===== config.mk =====
export PLATFORM = sky130hd
export DESIGN_NAME = branch_unit_top
export DESIGN_NICKNAME = d
export VERILOG_FILES = /design/src/rtl/branch_pkg.sv /design/src/rtl/branch_alu.sv /design/src/rtl/branch_predictor.sv /design/src/rtl/branch_stage_regs.sv /design/src/rtl/branch_seq_fsm.sv /design/src/rtl/branch_perf_counters.sv /design/src/rtl/branch_unit_top.sv
export VERILOG_INCLUDE_DIRS = /design/src /design/src/rtl
export SDC_FILE = /design/constraint.sdc
export NUM_CORES = 1
export LEC_CHECK = 0
export ABC_AREA = 1
export BUFFER_PORTS_ARGS = -buffer_cell sky130_fd_sc_hd__buf_2
export CELL_PAD_IN_SITES_DETAIL_PLACEMENT = 1
export CELL_PAD_IN_SITES_GLOBAL_PLACEMENT = 1
export CORE_UTILIZATION = 48
export DETAILED_ROUTE_END_ITERATION = 7
export GPL_TIMING_DRIVEN = 0
export PLACE_DENSITY = 0.8
export SYNTH_ARGS = -nofsm -noshare
export SYNTH_HDL_FRONTEND = slang
export SYNTH_SLANG_ARGS = --single-unit

===== constraint.sdc =====
create_clock -name clk -period 7.7 [get_ports clk]
set_input_delay 0.385 -clock clk [delete_from_list [all_inputs] [get_ports clk]]
set_output_delay 0.385 -clock clk [all_outputs]
set_load 0.1 [all_outputs]

===== src/rtl/branch_cfg.svh =====
`ifndef BRANCH_CFG_SVH
`define BRANCH_CFG_SVH

// branch op codes, anything else is treated as a non-branch op
`define ALU_BEQ  8'h58
`define ALU_BNE  8'h59
`define ALU_BLT  8'h5a
`define ALU_BGE  8'h5b
`define ALU_BLTU 8'h5c
`define ALU_BGEU 8'h5d
`define ALU_B    8'h5e
`define ALU_BL   8'h5f
`define ALU_JIRL 8'h60

// history table index width, 16 entries
`define BHT_INDEX_BITS 4

// perf counter width
`define PERF_CNT_BITS 16

`endif


===== src/rtl/branch_pkg.sv =====
`default_nettype none

`include "branch_cfg.svh"

package branch_pkg;

    // address and data words
    typedef logic [31:0] bus32_t;

    typedef logic [7:0] alu_op_t;

    // predictor table
    typedef logic [`BHT_INDEX_BITS-1:0] bht_idx_t;
    typedef logic [1:0]                 bht_ctr_t;

    typedef logic [`PERF_CNT_BITS-1:0] perf_cnt_t;

    // one operation in flight, stepped through these states
    typedef enum logic [1:0] {
        SEQ_IDLE,
        SEQ_LOOKUP,
        SEQ_RESOLVE,
        SEQ_OUT
    } seq_state_t;

endpackage

`default_nettype wire


===== src/rtl/branch_alu.sv =====
`timescale 1ns/100ps
`default_nettype none

`include "branch_cfg.svh"

module branch_alu
    import branch_pkg::*;
(
    input  bus32_t  pc,
    input  bus32_t  inst,
    input  alu_op_t aluop,
    input  bus32_t  reg1,
    input  bus32_t  reg2,
    input  logic    pre_is_branch_taken,
    input  bus32_t  pre_branch_addr,
    output logic    update_en,
    output logic    taken_actual,
    output logic    branch_flush,
    output bus32_t  actual_addr,
    output bus32_t  branch_target,
    output bus32_t  link_res
);

    logic   is_signed;
    logic   ops_equal;
    logic   ops_less;
    bus32_t offs16;
    bus32_t offs26;
    bus32_t pc_plus4;
    logic   is_branch;
    logic   is_taken;
    bus32_t target_addr;

    assign is_signed = (aluop == `ALU_BLT) || (aluop == `ALU_BGE);
    assign ops_equal = (reg1 == reg2);

    // BLT/BGE compare signed, BLTU/BGEU unsigned
    assign ops_less = is_signed ? ($signed(reg1) < $signed(reg2)) : (reg1 < reg2);

    // sign extended word offsets from the instruction immediates
    assign offs16 = {{14{inst[25]}}, inst[25:10], 2'b00};
    assign offs26 = {{4{inst[9]}}, inst[9:0], inst[25:10], 2'b00};

    assign pc_plus4 = pc + 32'd4;

    // condition and target per op
    always_comb begin
        is_branch   = 1'b1;
        is_taken    = 1'b0;
        target_addr = '0;
        link_res    = '0;
        case (aluop)
            `ALU_BEQ: begin
                is_taken = ops_equal;
            end
            `ALU_BNE: begin
                is_taken = !ops_equal;
            end
            `ALU_BLT, `ALU_BLTU: begin
                is_taken = ops_less;
            end
            `ALU_BGE, `ALU_BGEU: begin
                is_taken = !ops_less;
            end
            `ALU_B: begin
                is_taken = 1'b1;
            end
            `ALU_BL: begin
                is_taken = 1'b1;
                link_res = pc_plus4;
            end
            `ALU_JIRL: begin
                is_taken = 1'b1;
                link_res = pc_plus4;
            end
            default: begin
                is_branch = 1'b0;
            end
        endcase

        if (is_taken) begin
            case (aluop)
                `ALU_B, `ALU_BL: begin
                    target_addr = pc + offs26;
                end
                `ALU_JIRL: begin
                    target_addr = reg1 + offs16;
                end
                default: begin
                    target_addr = pc + offs16;
                end
            endcase
        end
    end

    // compare the outcome against the prediction
    always_comb begin
        update_en    = is_branch;
        taken_actual = is_branch && is_taken;
        branch_flush = 1'b0;
        actual_addr  = '0;
        if (is_branch) begin
            if (is_taken) begin
                actual_addr = target_addr;
                if (!pre_is_branch_taken) begin
                    branch_flush = 1'b1;
                end else if (pre_branch_addr != target_addr) begin
                    // right direction, wrong target
                    branch_flush = 1'b1;
                end
            end else if (pre_is_branch_taken) begin
                branch_flush = 1'b1;
                actual_addr  = pc_plus4;
            end
        end
    end

    assign branch_target = target_addr;

endmodule

`default_nettype wire


===== src/rtl/branch_predictor.sv =====
`timescale 1ns/100ps
`default_nettype none

`include "branch_cfg.svh"

module branch_predictor
    import branch_pkg::*;
(
    input  logic   clk,
    input  logic   reset,
    input  logic   lookup_en,
    input  bus32_t lookup_pc,
    input  logic   update_en,
    input  bus32_t update_pc,
    input  logic   update_taken,
    input  bus32_t update_target,
    output logic   pred_taken,
    output bus32_t pred_addr
);

    localparam int BHT_DEPTH = 1 << `BHT_INDEX_BITS;

    bht_ctr_t ctr_mem    [BHT_DEPTH];
    bus32_t   target_mem [BHT_DEPTH];

    bht_idx_t rd_idx_q;
    bht_idx_t wr_idx;
    bht_ctr_t rd_ctr;
    bht_ctr_t wr_ctr;

    // no tags, pcs with equal low bits share an entry
    assign wr_idx = update_pc[`BHT_INDEX_BITS+1:2];

    // read index is sampled with the operation, table read follows next cycle
    always_ff @(posedge clk) begin
        if (reset) begin
            rd_idx_q <= '0;
        end else if (lookup_en) begin
            rd_idx_q <= lookup_pc[`BHT_INDEX_BITS+1:2];
        end
    end

    assign rd_ctr     = ctr_mem[rd_idx_q];
    assign pred_taken = rd_ctr[1];
    assign pred_addr  = pred_taken ? target_mem[rd_idx_q] : '0;

    // saturating 2-bit counter step
    always_comb begin
        wr_ctr = ctr_mem[wr_idx];
        if (update_taken) begin
            if (wr_ctr != 2'b11) begin
                wr_ctr = wr_ctr + 2'd1;
            end
        end else if (wr_ctr != 2'b00) begin
            wr_ctr = wr_ctr - 2'd1;
        end
    end

    always_ff @(posedge clk) begin
        if (reset) begin
            // weakly not taken everywhere
            for (int i = 0; i < BHT_DEPTH; i++) begin
                ctr_mem[i]    <= 2'b01;
                target_mem[i] <= '0;
            end
        end else if (update_en) begin
            ctr_mem[wr_idx] <= wr_ctr;
            if (update_taken) begin
                target_mem[wr_idx] <= update_target;
            end
        end
    end

endmodule

`default_nettype wire


===== src/rtl/branch_stage_regs.sv =====
`timescale 1ns/100ps
`default_nettype none

module branch_stage_regs
    import branch_pkg::*;
(
    input  logic    clk,
    input  logic    reset,
    input  logic    capture_en,
    input  logic    resolve_en,
    input  bus32_t  pc,
    input  bus32_t  inst,
    input  alu_op_t aluop,
    input  bus32_t  reg1,
    input  bus32_t  reg2,
    input  logic    pred_taken,
    input  bus32_t  pred_addr,
    input  logic    update_en,
    input  logic    taken_actual,
    input  logic    branch_flush,
    input  bus32_t  actual_addr,
    input  bus32_t  link_res,
    output bus32_t  pc_q,
    output bus32_t  inst_q,
    output alu_op_t aluop_q,
    output bus32_t  reg1_q,
    output bus32_t  reg2_q,
    output logic    pre_taken_q,
    output bus32_t  pre_addr_q,
    output logic    is_branch_q,
    output logic    taken_actual_q,
    output logic    branch_flush_q,
    output bus32_t  actual_addr_q,
    output bus32_t  link_res_q
);

    // marks the lookup cycle, prediction is valid then
    logic pred_load;

    always_ff @(posedge clk) begin
        if (reset) begin
            pred_load <= 1'b0;
        end else begin
            pred_load <= capture_en;
        end
    end

    always_ff @(posedge clk) begin
        if (capture_en) begin
            pc_q    <= pc;
            inst_q  <= inst;
            aluop_q <= aluop;
            reg1_q  <= reg1;
            reg2_q  <= reg2;
        end
        if (pred_load) begin
            pre_taken_q <= pred_taken;
            pre_addr_q  <= pred_addr;
        end
        // result held for the output stream
        if (resolve_en) begin
            is_branch_q    <= update_en;
            taken_actual_q <= taken_actual;
            branch_flush_q <= branch_flush;
            actual_addr_q  <= actual_addr;
            link_res_q     <= link_res;
        end
    end

endmodule

`default_nettype wire


===== src/rtl/branch_seq_fsm.sv =====
`timescale 1ns/100ps
`default_nettype none

module branch_seq_fsm
    import branch_pkg::*;
(
    input  logic clk,
    input  logic reset,
    input  logic in_valid,
    input  logic out_ready,
    output logic in_ready,
    output logic capture_en,
    output logic lookup_en,
    output logic resolve_en,
    output logic out_valid
);

    seq_state_t state_q;
    seq_state_t state_d;

    always_comb begin
        state_d = state_q;
        case (state_q)
            SEQ_IDLE: begin
                if (in_valid) begin
                    state_d = SEQ_LOOKUP;
                end
            end
            SEQ_LOOKUP:  state_d = SEQ_RESOLVE;
            SEQ_RESOLVE: state_d = SEQ_OUT;
            SEQ_OUT: begin
                // hold the result until the sink takes it
                if (out_ready) begin
                    state_d = SEQ_IDLE;
                end
            end
            default: state_d = SEQ_IDLE;
        endcase
    end

    always_ff @(posedge clk) begin
        if (reset) begin
            state_q <= SEQ_IDLE;
        end else begin
            state_q <= state_d;
        end
    end

    assign in_ready   = (state_q == SEQ_IDLE);
    assign capture_en = in_valid && in_ready;
    assign lookup_en  = capture_en;
    assign resolve_en = (state_q == SEQ_RESOLVE);
    assign out_valid  = (state_q == SEQ_OUT);

endmodule

`default_nettype wire


===== src/rtl/branch_perf_counters.sv =====
`timescale 1ns/100ps
`default_nettype none

module branch_perf_counters
    import branch_pkg::*;
(
    input  logic      clk,
    input  logic      reset,
    input  logic      resolve_en,
    input  logic      update_en,
    input  logic      branch_flush,
    output perf_cnt_t branch_count,
    output perf_cnt_t mispredict_count
);

    logic count_branch;
    logic count_miss;

    // sticks at all ones
    function automatic perf_cnt_t sat_inc(input perf_cnt_t value);
        sat_inc = (value == '1) ? value : value + 1'b1;
    endfunction

    assign count_branch = resolve_en && update_en;
    assign count_miss   = count_branch && branch_flush;

    always_ff @(posedge clk) begin
        if (reset) begin
            branch_count     <= '0;
            mispredict_count <= '0;
        end else begin
            if (count_branch) begin
                branch_count <= sat_inc(branch_count);
            end
            if (count_miss) begin
                mispredict_count <= sat_inc(mispredict_count);
            end
        end
    end

endmodule

`default_nettype wire


===== src/rtl/branch_unit_top.sv =====
`timescale 1ns/100ps
`default_nettype none

module branch_unit_top
    import branch_pkg::*;
(
    input  logic      clk,
    input  logic      reset,
    input  logic      in_valid,
    output logic      in_ready,
    input  bus32_t    pc,
    input  bus32_t    inst,
    input  alu_op_t   aluop,
    input  bus32_t    reg1,
    input  bus32_t    reg2,
    output logic      out_valid,
    input  logic      out_ready,
    output logic      branch_flush,
    output logic      taken_actual,
    output bus32_t    actual_addr,
    output bus32_t    link_res,
    output logic      is_branch,
    output perf_cnt_t branch_count,
    output perf_cnt_t mispredict_count
);

    logic    capture_en;
    logic    lookup_en;
    logic    resolve_en;
    bus32_t  pc_q;
    bus32_t  inst_q;
    alu_op_t aluop_q;
    bus32_t  reg1_q;
    bus32_t  reg2_q;
    logic    pre_taken_q;
    bus32_t  pre_addr_q;
    logic    pred_taken;
    bus32_t  pred_addr;
    logic    alu_update_en;
    logic    alu_taken;
    logic    alu_flush;
    bus32_t  alu_actual_addr;
    bus32_t  alu_target;
    bus32_t  alu_link_res;
    logic    bht_update_en;

    // table write only in the resolve cycle
    assign bht_update_en = resolve_en && alu_update_en;

    branch_seq_fsm seq_i (
        .clk        (clk),
        .reset      (reset),
        .in_valid   (in_valid),
        .out_ready  (out_ready),
        .in_ready   (in_ready),
        .capture_en (capture_en),
        .lookup_en  (lookup_en),
        .resolve_en (resolve_en),
        .out_valid  (out_valid)
    );

    branch_stage_regs regs_i (
        .clk            (clk),
        .reset          (reset),
        .capture_en     (capture_en),
        .resolve_en     (resolve_en),
        .pc             (pc),
        .inst           (inst),
        .aluop          (aluop),
        .reg1           (reg1),
        .reg2           (reg2),
        .pred_taken     (pred_taken),
        .pred_addr      (pred_addr),
        .update_en      (alu_update_en),
        .taken_actual   (alu_taken),
        .branch_flush   (alu_flush),
        .actual_addr    (alu_actual_addr),
        .link_res       (alu_link_res),
        .pc_q           (pc_q),
        .inst_q         (inst_q),
        .aluop_q        (aluop_q),
        .reg1_q         (reg1_q),
        .reg2_q         (reg2_q),
        .pre_taken_q    (pre_taken_q),
        .pre_addr_q     (pre_addr_q),
        .is_branch_q    (is_branch),
        .taken_actual_q (taken_actual),
        .branch_flush_q (branch_flush),
        .actual_addr_q  (actual_addr),
        .link_res_q     (link_res)
    );

    branch_predictor bht_i (
        .clk           (clk),
        .reset         (reset),
        .lookup_en     (lookup_en),
        .lookup_pc     (pc),
        .update_en     (bht_update_en),
        .update_pc     (pc_q),
        .update_taken  (alu_taken),
        .update_target (alu_target),
        .pred_taken    (pred_taken),
        .pred_addr     (pred_addr)
    );

    branch_alu alu_i (
        .pc                  (pc_q),
        .inst                (inst_q),
        .aluop               (aluop_q),
        .reg1                (reg1_q),
        .reg2                (reg2_q),
        .pre_is_branch_taken (pre_taken_q),
        .pre_branch_addr     (pre_addr_q),
        .update_en           (alu_update_en),
        .taken_actual        (alu_taken),
        .branch_flush        (alu_flush),
        .actual_addr         (alu_actual_addr),
        .branch_target       (alu_target),
        .link_res            (alu_link_res)
    );

    branch_perf_counters perf_i (
        .clk              (clk),
        .reset            (reset),
        .resolve_en       (resolve_en),
        .update_en        (alu_update_en),
        .branch_flush     (alu_flush),
        .branch_count     (branch_count),
        .mispredict_count (mispredict_count)
    );

endmodule

`default_nettype wire


# [Word level (Yosys, flattened, before mapping)]
# Memories as Yosys holds them, arrays and structs flattened. A register that Yosys moved wholly into a read port is not among the register bits.
# Cells that the tools add are included.
[op_classes] add_sub_neg=8 n_lt_le_gt_ge=2 eq_ne=19 muxes=36 bitwise=2 n_reduce_logical=21
[op_table] op="$mux W32" count=4
[op_table] op="$add A32 B32 Y32" count=3
[op_table] op="$eq A8 B7 Y1 const B" count=9
[op_table] op="$lt A32 B32 Y1" count=2
[op_table] op="$pmux W32 S2" count=1
[op_table] op="$add A16 B1 Y16 const B" count=2
[op_table] op="$add A32 B3 Y32 const B" count=1
[op_table] op="$eq A16 B16 Y1 const B" count=2
[op_table] op="$eq A32 B32 Y1" count=1
[op_table] op="$ne A32 B32 Y1" count=1
[op_table] op="$reduce_or A32 Y1" count=1
[op_table] op="$mux W4" count=5
[op_table] op="$mux W1" count=18
[op_table] op="$mux W2" count=6
[op_table] op="$reduce_or A2 Y1" count=5
[op_table] op="$reduce_or A9 Y1" count=1
[op_table] op="$pmux W2 S4" count=1
[op_table] op="$reduce_and A2 Y1" count=3
[op_table] op="$pmux W1 S5" count=1
[op_table] op="$eq A2 B2 Y1 const B" count=2
[op_table] op="$logic_and A1 B1 Y1" count=4
[op_table] op="$ne A2 B2 Y1 const B" count=2
[op_table] op="$logic_not A1 Y1" count=3
[op_table] op="$reduce_or A3 Y1" count=1
[op_table] op="other kinds (8)" count=9
[totals] register_bits=237 mem_bits_rw=544 inputBits=140 out_inout_bits=101 elab_cells=106 memories=2
[mem_list] name="bht_i.target_mem" depth=16 width=32 rd=1 rd_ports_with_merged_regs=1 write_ports=16 line="branch_predictor.sv:24" source="bus32_t target_mem [BHT_DEPTH];"
[mem_list] name="bht_i.ctr_mem" depth=16 width=2 rd=2 rd_ports_with_merged_regs=2 write_ports=16 line="branch_predictor.sv:23" source="bht_ctr_t ctr_mem [BHT_DEPTH];"

# [Depth between registers and ports, before layout]
[depth] depth_word=13 mapped_depth=34 depth_no_buf=32

# [Modules after synthesis]
# Synthesis repeated with hierarchy kept, for this count alone.
[unflattened] cells_unflattened=4442 hier_area_um2=41314.6
[modules_own_cells] module="branch_predictor" instances=1 cells_each=2403 area_per_inst_um2=24632.4 seq_area_each_um2=16495.8
[modules_own_cells] module="branch_alu" instances=1 cells_each=1470 area_per_inst_um2=7487.2 seq_area_each_um2=0.0
[modules_own_cells] module="branch_stage_regs" instances=1 cells_each=239 area_per_inst_um2=7116.8 seq_area_each_um2=7106.8
[modules_own_cells] module="branch_perf_counters" instances=1 cells_each=303 area_per_inst_um2=1903.1 seq_area_each_um2=640.6
[modules_own_cells] module="branch_seq_fsm" instances=1 cells_each=25 area_per_inst_um2=167.7 seq_area_each_um2=40.0
[modules_own_cells] module="branch_unit_top" instances=1 cells_each=2 area_per_inst_um2=7.5 seq_area_each_um2=0.0

# [Worst setup path before layout]
# No wires, ideal clock.
[synth_timing] path_type="register to register" startpoint="register seq_i.state_q[0]" endpoint="memory bht_i.target_mem[14][0] in the netlist's numbering, enable pin" setup_time_ns=0.466 arrival_ns=5.708 required_ns=7.234 slack_ns=1.527 path_stages_with_launch=12 path_buffers=1 period_less_slack_ns=6.173 path_cell_list="dfxtp_1 > inv_1 > ha_1 > clkbuf_1 > inv_1 > nor2_1 > inv_1 > nor2_1 > nand2_1 > nor2_1 > clkinv_1 > o21ai_0"
[synth_rtl] element="start: declaration" line="branch_seq_fsm.sv:18" source="seq_state_t state_q;"
[synth_rtl] element="start signal: assignment" line="branch_seq_fsm.sv:45" source="state_q <= state_d;"
[synth_rtl] element="end: declaration" line="branch_predictor.sv:24"

# [Worst setup path after layout]
[layout_timing] startpoint="register regs_i.aluop_q[0]" endpoint="register perf_i.mispredict_count[7]"
[layout_between] elab_chain_cells=13 elab_cells_between_ends=29 classes_between="10 x eq/ne; 9 x mux; 10 x reduce/logical"
[layout_lines] element="start: declaration" line="branch_stage_regs.sv:25" source="output alu_op_t aluop_q,"
[layout_lines] element="start signal: assignment" line="branch_stage_regs.sv:52" source="aluop_q <= aluop;"
[layout_lines] element="$eq A8 B7 Y1" line="branch_alu.sv:52" source="case (aluop)"
[layout_lines] element="$logic_or A1 B1 Y1" line="branch_alu.sv:34" source="assign is_signed = (aluop == `ALU_BLT) || (aluop == `ALU_BGE);"
[layout_lines] element="$mux W1" line="branch_alu.sv:38" source="assign ops_less = is_signed ? ($signed(reg1) < $signed(reg2)) : (reg1 < reg2);"
[layout_lines] element="$logic_not A1 Y1" line="branch_alu.sv:63" source="is_taken = !ops_less;"
[layout_lines] element="$pmux W1 S5" line="branch_alu.sv:52"
[layout_lines] element="$mux W32" line="branch_alu.sv:81" source="if (is_taken) begin"
[layout_lines] element="$ne A32 B32 Y1" line="branch_alu.sv:107" source="end else if (pre_branch_addr != target_addr) begin"
[layout_lines] element="$mux W1" line="branch_alu.sv:107"
[layout_lines] element="$mux W1" line="branch_alu.sv:105" source="if (!pre_is_branch_taken) begin"
[layout_lines] element="$mux W1" line="branch_alu.sv:103" source="if (is_taken) begin"
[layout_lines] element="$mux W1 *" line="branch_alu.sv:102" source="if (is_branch) begin"
[layout_lines] element="named net alu_flush" line="branch_unit_top.sv:41" source="logic alu_flush;"
[layout_lines] element="$logic_and A1 B1 Y1 *" line="branch_perf_counters.sv:25" source="assign count_miss = count_branch && branch_flush;"
[layout_lines] element="$reduce_and A2 Y1 (no line) *"
[layout_lines] element="end signal: assignment" line="branch_perf_counters.sv:36" source="mispredict_count <= sat_inc(mispredict_count);"
[layout_lines] element="end: declaration" line="branch_perf_counters.sv:13" source="output perf_cnt_t mispredict_count"
# The timed path passes the listed nets; every way through them passes the cells marked *.
# A chain may end at the register's enable or synchronous reset.

==> results.sh <==
export IMPL_wl_per_cell_um=30.13
export IMPL_regArea_sq_mm=0.02418
export IMPL_hold_class="primary input to register"
export IMPL_die_h_um=295.1
export IMPL_p_leak_uw=0.01847
export IMPL_worstSetupEndpointType="register"
export IMPL_route_detailed_drc=1
export IMPL_p_per_area_mw_per_mm2=309.4
export IMPL_cts_tree="built"
export IMPL_status="finished with violations"
export IMPL_synth_compound_area_frac=0.1105
export IMPL_synth_edff_count=774
export IMPL_vdd_drop_max_v=0.0002235
export IMPL_drt_pre_antenna_iters=8
export IMPL_r2r_cells=31
export IMPL_path_clk_slew_ps=70
export IMPL_critPathLaunchType="register"
export IMPL_cts_resized=0
export IMPL_first_iter_violations=4655
export IMPL_slew_violations=0
export IMPL_r2r_end="perf_i.mispredict_count[7]$_SDFFE_PP0P_"
export IMPL_pre_cts_slack_ps=1014
export IMPL_die_x_um=295.1
export IMPL_synth_top_family_by_area="simple AND/OR/NAND/NOR gates"
export IMPL_syn_area_sq_mm=0.04123
export IMPL_layout_drive_gt1_share=0.1007
export IMPL_cts_sinks=821
export IMPL_avgSynthCellArea_sq_um=9.659
export IMPL_ant_nets=0
export IMPL_yosys_warnings=0
export IMPL_finalHoldViolCount=0
export IMPL_finalCritPeriodShare=0.9415
export IMPL_grt_max_degree=104
export IMPL_synth_top_area_frac=0.5638
export IMPL_max_freq_mhz=137.9
export IMPL_start_util=0.4842
export IMPL_synth_xor_area_frac=0.008286
export IMPL_final_nets=4983
export IMPL_relSlewSlack=0.1148
export IMPL_ys_flop_type="edfxtp_1"
export IMPL_place_gp_congestion=0.9808
export IMPL_p_clk_frac=0.296
export IMPL_worst_pin_slew_ps=1328
export IMPL_num_rows=107
export IMPL_area_growth_pct=17.77
export IMPL_syn_nets=4512
export IMPL_synth_cells=4268
export IMPL_cts_root_buf="clkbuf_16"
export IMPL_final_util=0.5702
export IMPL_dieArea_sq_mm=0.08706
export IMPL_r2r_start="regs_i.aluop_q[0]$_DFFE_PP_"
export IMPL_p_seq_frac=0.376
export IMPL_vias=37361
export IMPL_combPwrFrac=0.328
export IMPL_gr_total_overflow=0
export IMPL_setup_violations_final=0
export IMPL_clk_path_buf_depth=3
export IMPL_dp_cells=5663
export IMPL_port_buffers=234
export IMPL_multi_input_area_sq_mm=0.01456
export IMPL_cp_slowest_cell="clkbuf_1"
export IMPL_final_area_sq_mm=0.04855
export IMPL_antenna_found_initial=5
export IMPL_yosysTopAreaCell="edfxtp_1"
export IMPL_p_sw_frac=0.4041
export IMPL_grt_pass1_vias=38568
export IMPL_max_stage_delay_ps=540
export IMPL_via_per_inst=6.274
export IMPL_final_cell_mix="edfxtp_1, nor2_1, nand2_1"
export IMPL_reg2reg_slack_ps=450
export IMPL_yosys_area_share_adder=0.03193
export IMPL_cp_max_fo=10
export IMPL_core_area_sq_mm=0.08515
export IMPL_postCtsSetupBuffers=0
export IMPL_fin_ws_ps=450.8
export IMPL_p_sw_uw=6070
export IMPL_final_common_cell="edfxtp_1"
export IMPL_p_int_uw=8950
export IMPL_placed_area_sq_mm=0.04434
export IMPL_synth_async_reset_ratio=0
export IMPL_clk_latency_ps=700
export IMPL_htree_num_levels=3
export IMPL_setup_worst_path_start="regs_i.aluop_q[0]$_DFFE_PP_"
export IMPL_finalSetupTns_ps=0
export IMPL_crit_required_ps=8260
export IMPL_synth_simple_area_share=0.1682
export IMPL_final_cells=5955
export IMPL_fin_worst_skew_ps=52.98
export IMPL_fillers=9565
export IMPL_synthDistinctLibCells=56
export IMPL_synth_area_leaders="edfxtp_1, nor2_1, nand2_1, o21ai_0, inv_1"
export IMPL_cap_violations=0
export IMPL_violations="DRC"
export IMPL_arrival_ps=7810
export IMPL_path_class="register to register"
export IMPL_gr_usage_all_layers=0.4095
export IMPL_cpMostUsedCell="nand2_1"
export IMPL_finalWirelength_mm=179.4
export IMPL_grt_pass1_wl_mm=256.3
export IMPL_ys_seq_area_frac=0.5866
export IMPL_rsz0062_at_grt="false"
export IMPL_hpwl_mm=126.4
export IMPL_endpoint="perf_i.mispredict_count[7]$_SDFFE_PP0P_"
export IMPL_cts_buffers=88
export IMPL_fin_crit_ps=7249
export IMPL_yosys_register_bits=821
export IMPL_muxShareOfSynthArea=0.03205
export IMPL_pin_count=241
## kinds of logic after synthesis
logic type,Yosys count
compound gates,847
xor+xnor,39
fa+ha+maj,104
buf+inv,659
flops,821
mux,132
simple gates,1666
## cell usage after synthesis, types with 8 or more instances
| library cell | instances |
|---|---|
| o21ai_1 | 9 |
| xnor2_1 | 15 |
| o21ai_0 | 412 |
| inv_1 | 420 |
| edfxtp_1 | 774 |
| o221ai_1 | 11 |
| clkinv_1 | 18 |
| mux2i_1 | 132 |
| nand3_1 | 126 |
| nand4_1 | 45 |
| nor4_1 | 10 |
| a21o_1 | 10 |
| inv_2 | 9 |
| nand2_1 | 601 |
| nand2_2 | 16 |
| nand3b_1 | 24 |
| or2_2 | 8 |
| o211ai_1 | 48 |
| xor2_1 | 24 |
| a21oi_1 | 304 |
| o22ai_1 | 16 |
| ha_1 | 102 |
| nor2_1 | 765 |
| dfxtp_1 | 47 |
| nor2_2 | 10 |
| buf_2 | 9 |
| buf_1 | 29 |
| clkbuf_1 | 165 |
| a21oi_2 | 10 |
| nor3_1 | 36 |
## how the worst min path moves through the flow
stage                                          from                                    to  slack, ps  cells after the start
2_1_floorplan         seq_i.state_q[1]$_SDFFE_PP0P_         seq_i.state_q[1]$_SDFFE_PP0P_        470                      2
3_3_place_gp   perf_i.branch_count[15]$_SDFFE_PP0P_  perf_i.branch_count[15]$_SDFFE_PP0P_        470                      2
3_5_place_dp            regs_i.pred_load$_SDFF_PP0_    regs_i.pre_addr_q[2]$_SDFFCE_PN0P_        470                      0
4_1_cts                                   out_ready         seq_i.state_q[1]$_SDFFE_PP0P_         70                      3
5_1_grt                                   out_ready         seq_i.state_q[1]$_SDFFE_PP0P_        180                      3
6_report                                  out_ready         seq_i.state_q[1]$_SDFFE_PP0P_        140                      3
## critical path, delay by kind of cell, from the launching register on
| kind | cells | cell delay, ps |
|---|---|---|
| AND/OR/NAND/NOR | 21 | 3530 |
| buffers and inverters | 5 | 1580 |
| AO/OA/AOI/OAI | 3 | 660 |
| flip-flops | 1 | 530 |
| adder cells (fa/ha/maj) | 2 | 770 |
## area by class of cell
cell class	count	share of cell area
clock inverter	42	0.01178
clock buffer	117	0.04801
timing repair buffer	381	0.05948
inverter	447	0.03466
tap	1144	0.02948
multi-input combinational	2788	0.2998
buffer	212	0.01848
antenna	3	0.0001546
sequential	821	0.4981
## per-layer routing
metal,GRT usage,vias up,part of all wire
met5,0,-,0.00026
met4,0.2310,2,0.064
met3,0.09946,627,0.11
met2,0.6531,2554,0.46
met1,0.5107,18648,0.37
li1,-,15530,-
## registers in the layout (all words and copies together), names as in the netlist, 2 cells and up, named ones only
register / flops
regs_i.aluop_q: 8
regs_i.inst_q: 26
regs_i.reg2_q: 32
regs_i.actual_addr_q: 32
bht_i.target_mem: 512
regs_i.link_res_q: 32
perf_i.mispredict_count: 16
seq_i.state_q: 2
regs_i.reg1_q: 32
regs_i.pre_addr_q: 32
bht_i.ctr_mem: 32
bht_i.rd_idx_q: 4
perf_i.branch_count: 16
regs_i.pc_q: 32
## stage by stage
stage                     power [uW]  hold slack (ps)
after detailed placement       10290            469.7
after CTS                      14670            72.42
after floorplan                 8512            467.9
final                          15020            144.5
after global routing           15340            182.6
after global placement         10120            468.6
## repair_timing
| item | CTS | global route |
|---|---|---|
| setup endpoints to repair | 0 | 0 |
| endpoints found under the hold margin | 131 | 0 |
| hold buffers | 130 | 0 |
## power groups by stage
| stage | Sequential, uW | Clock (uW) | Combinational (uW) |
|---|---|---|---|
| after floorplan | 6150 | 0 | 2370 |
| after global placement | 5750 | 0 | 4370 |
| after detailed placement | 5700 | 0 | 4590 |
| after CTS | 5620 | 4370 | 4690 |
| after global routing | 5660 | 4550 | 5130 |
| final | 5640 | 4440 | 4930 |
No activity file was read; power rests on OpenSTA's default activity.
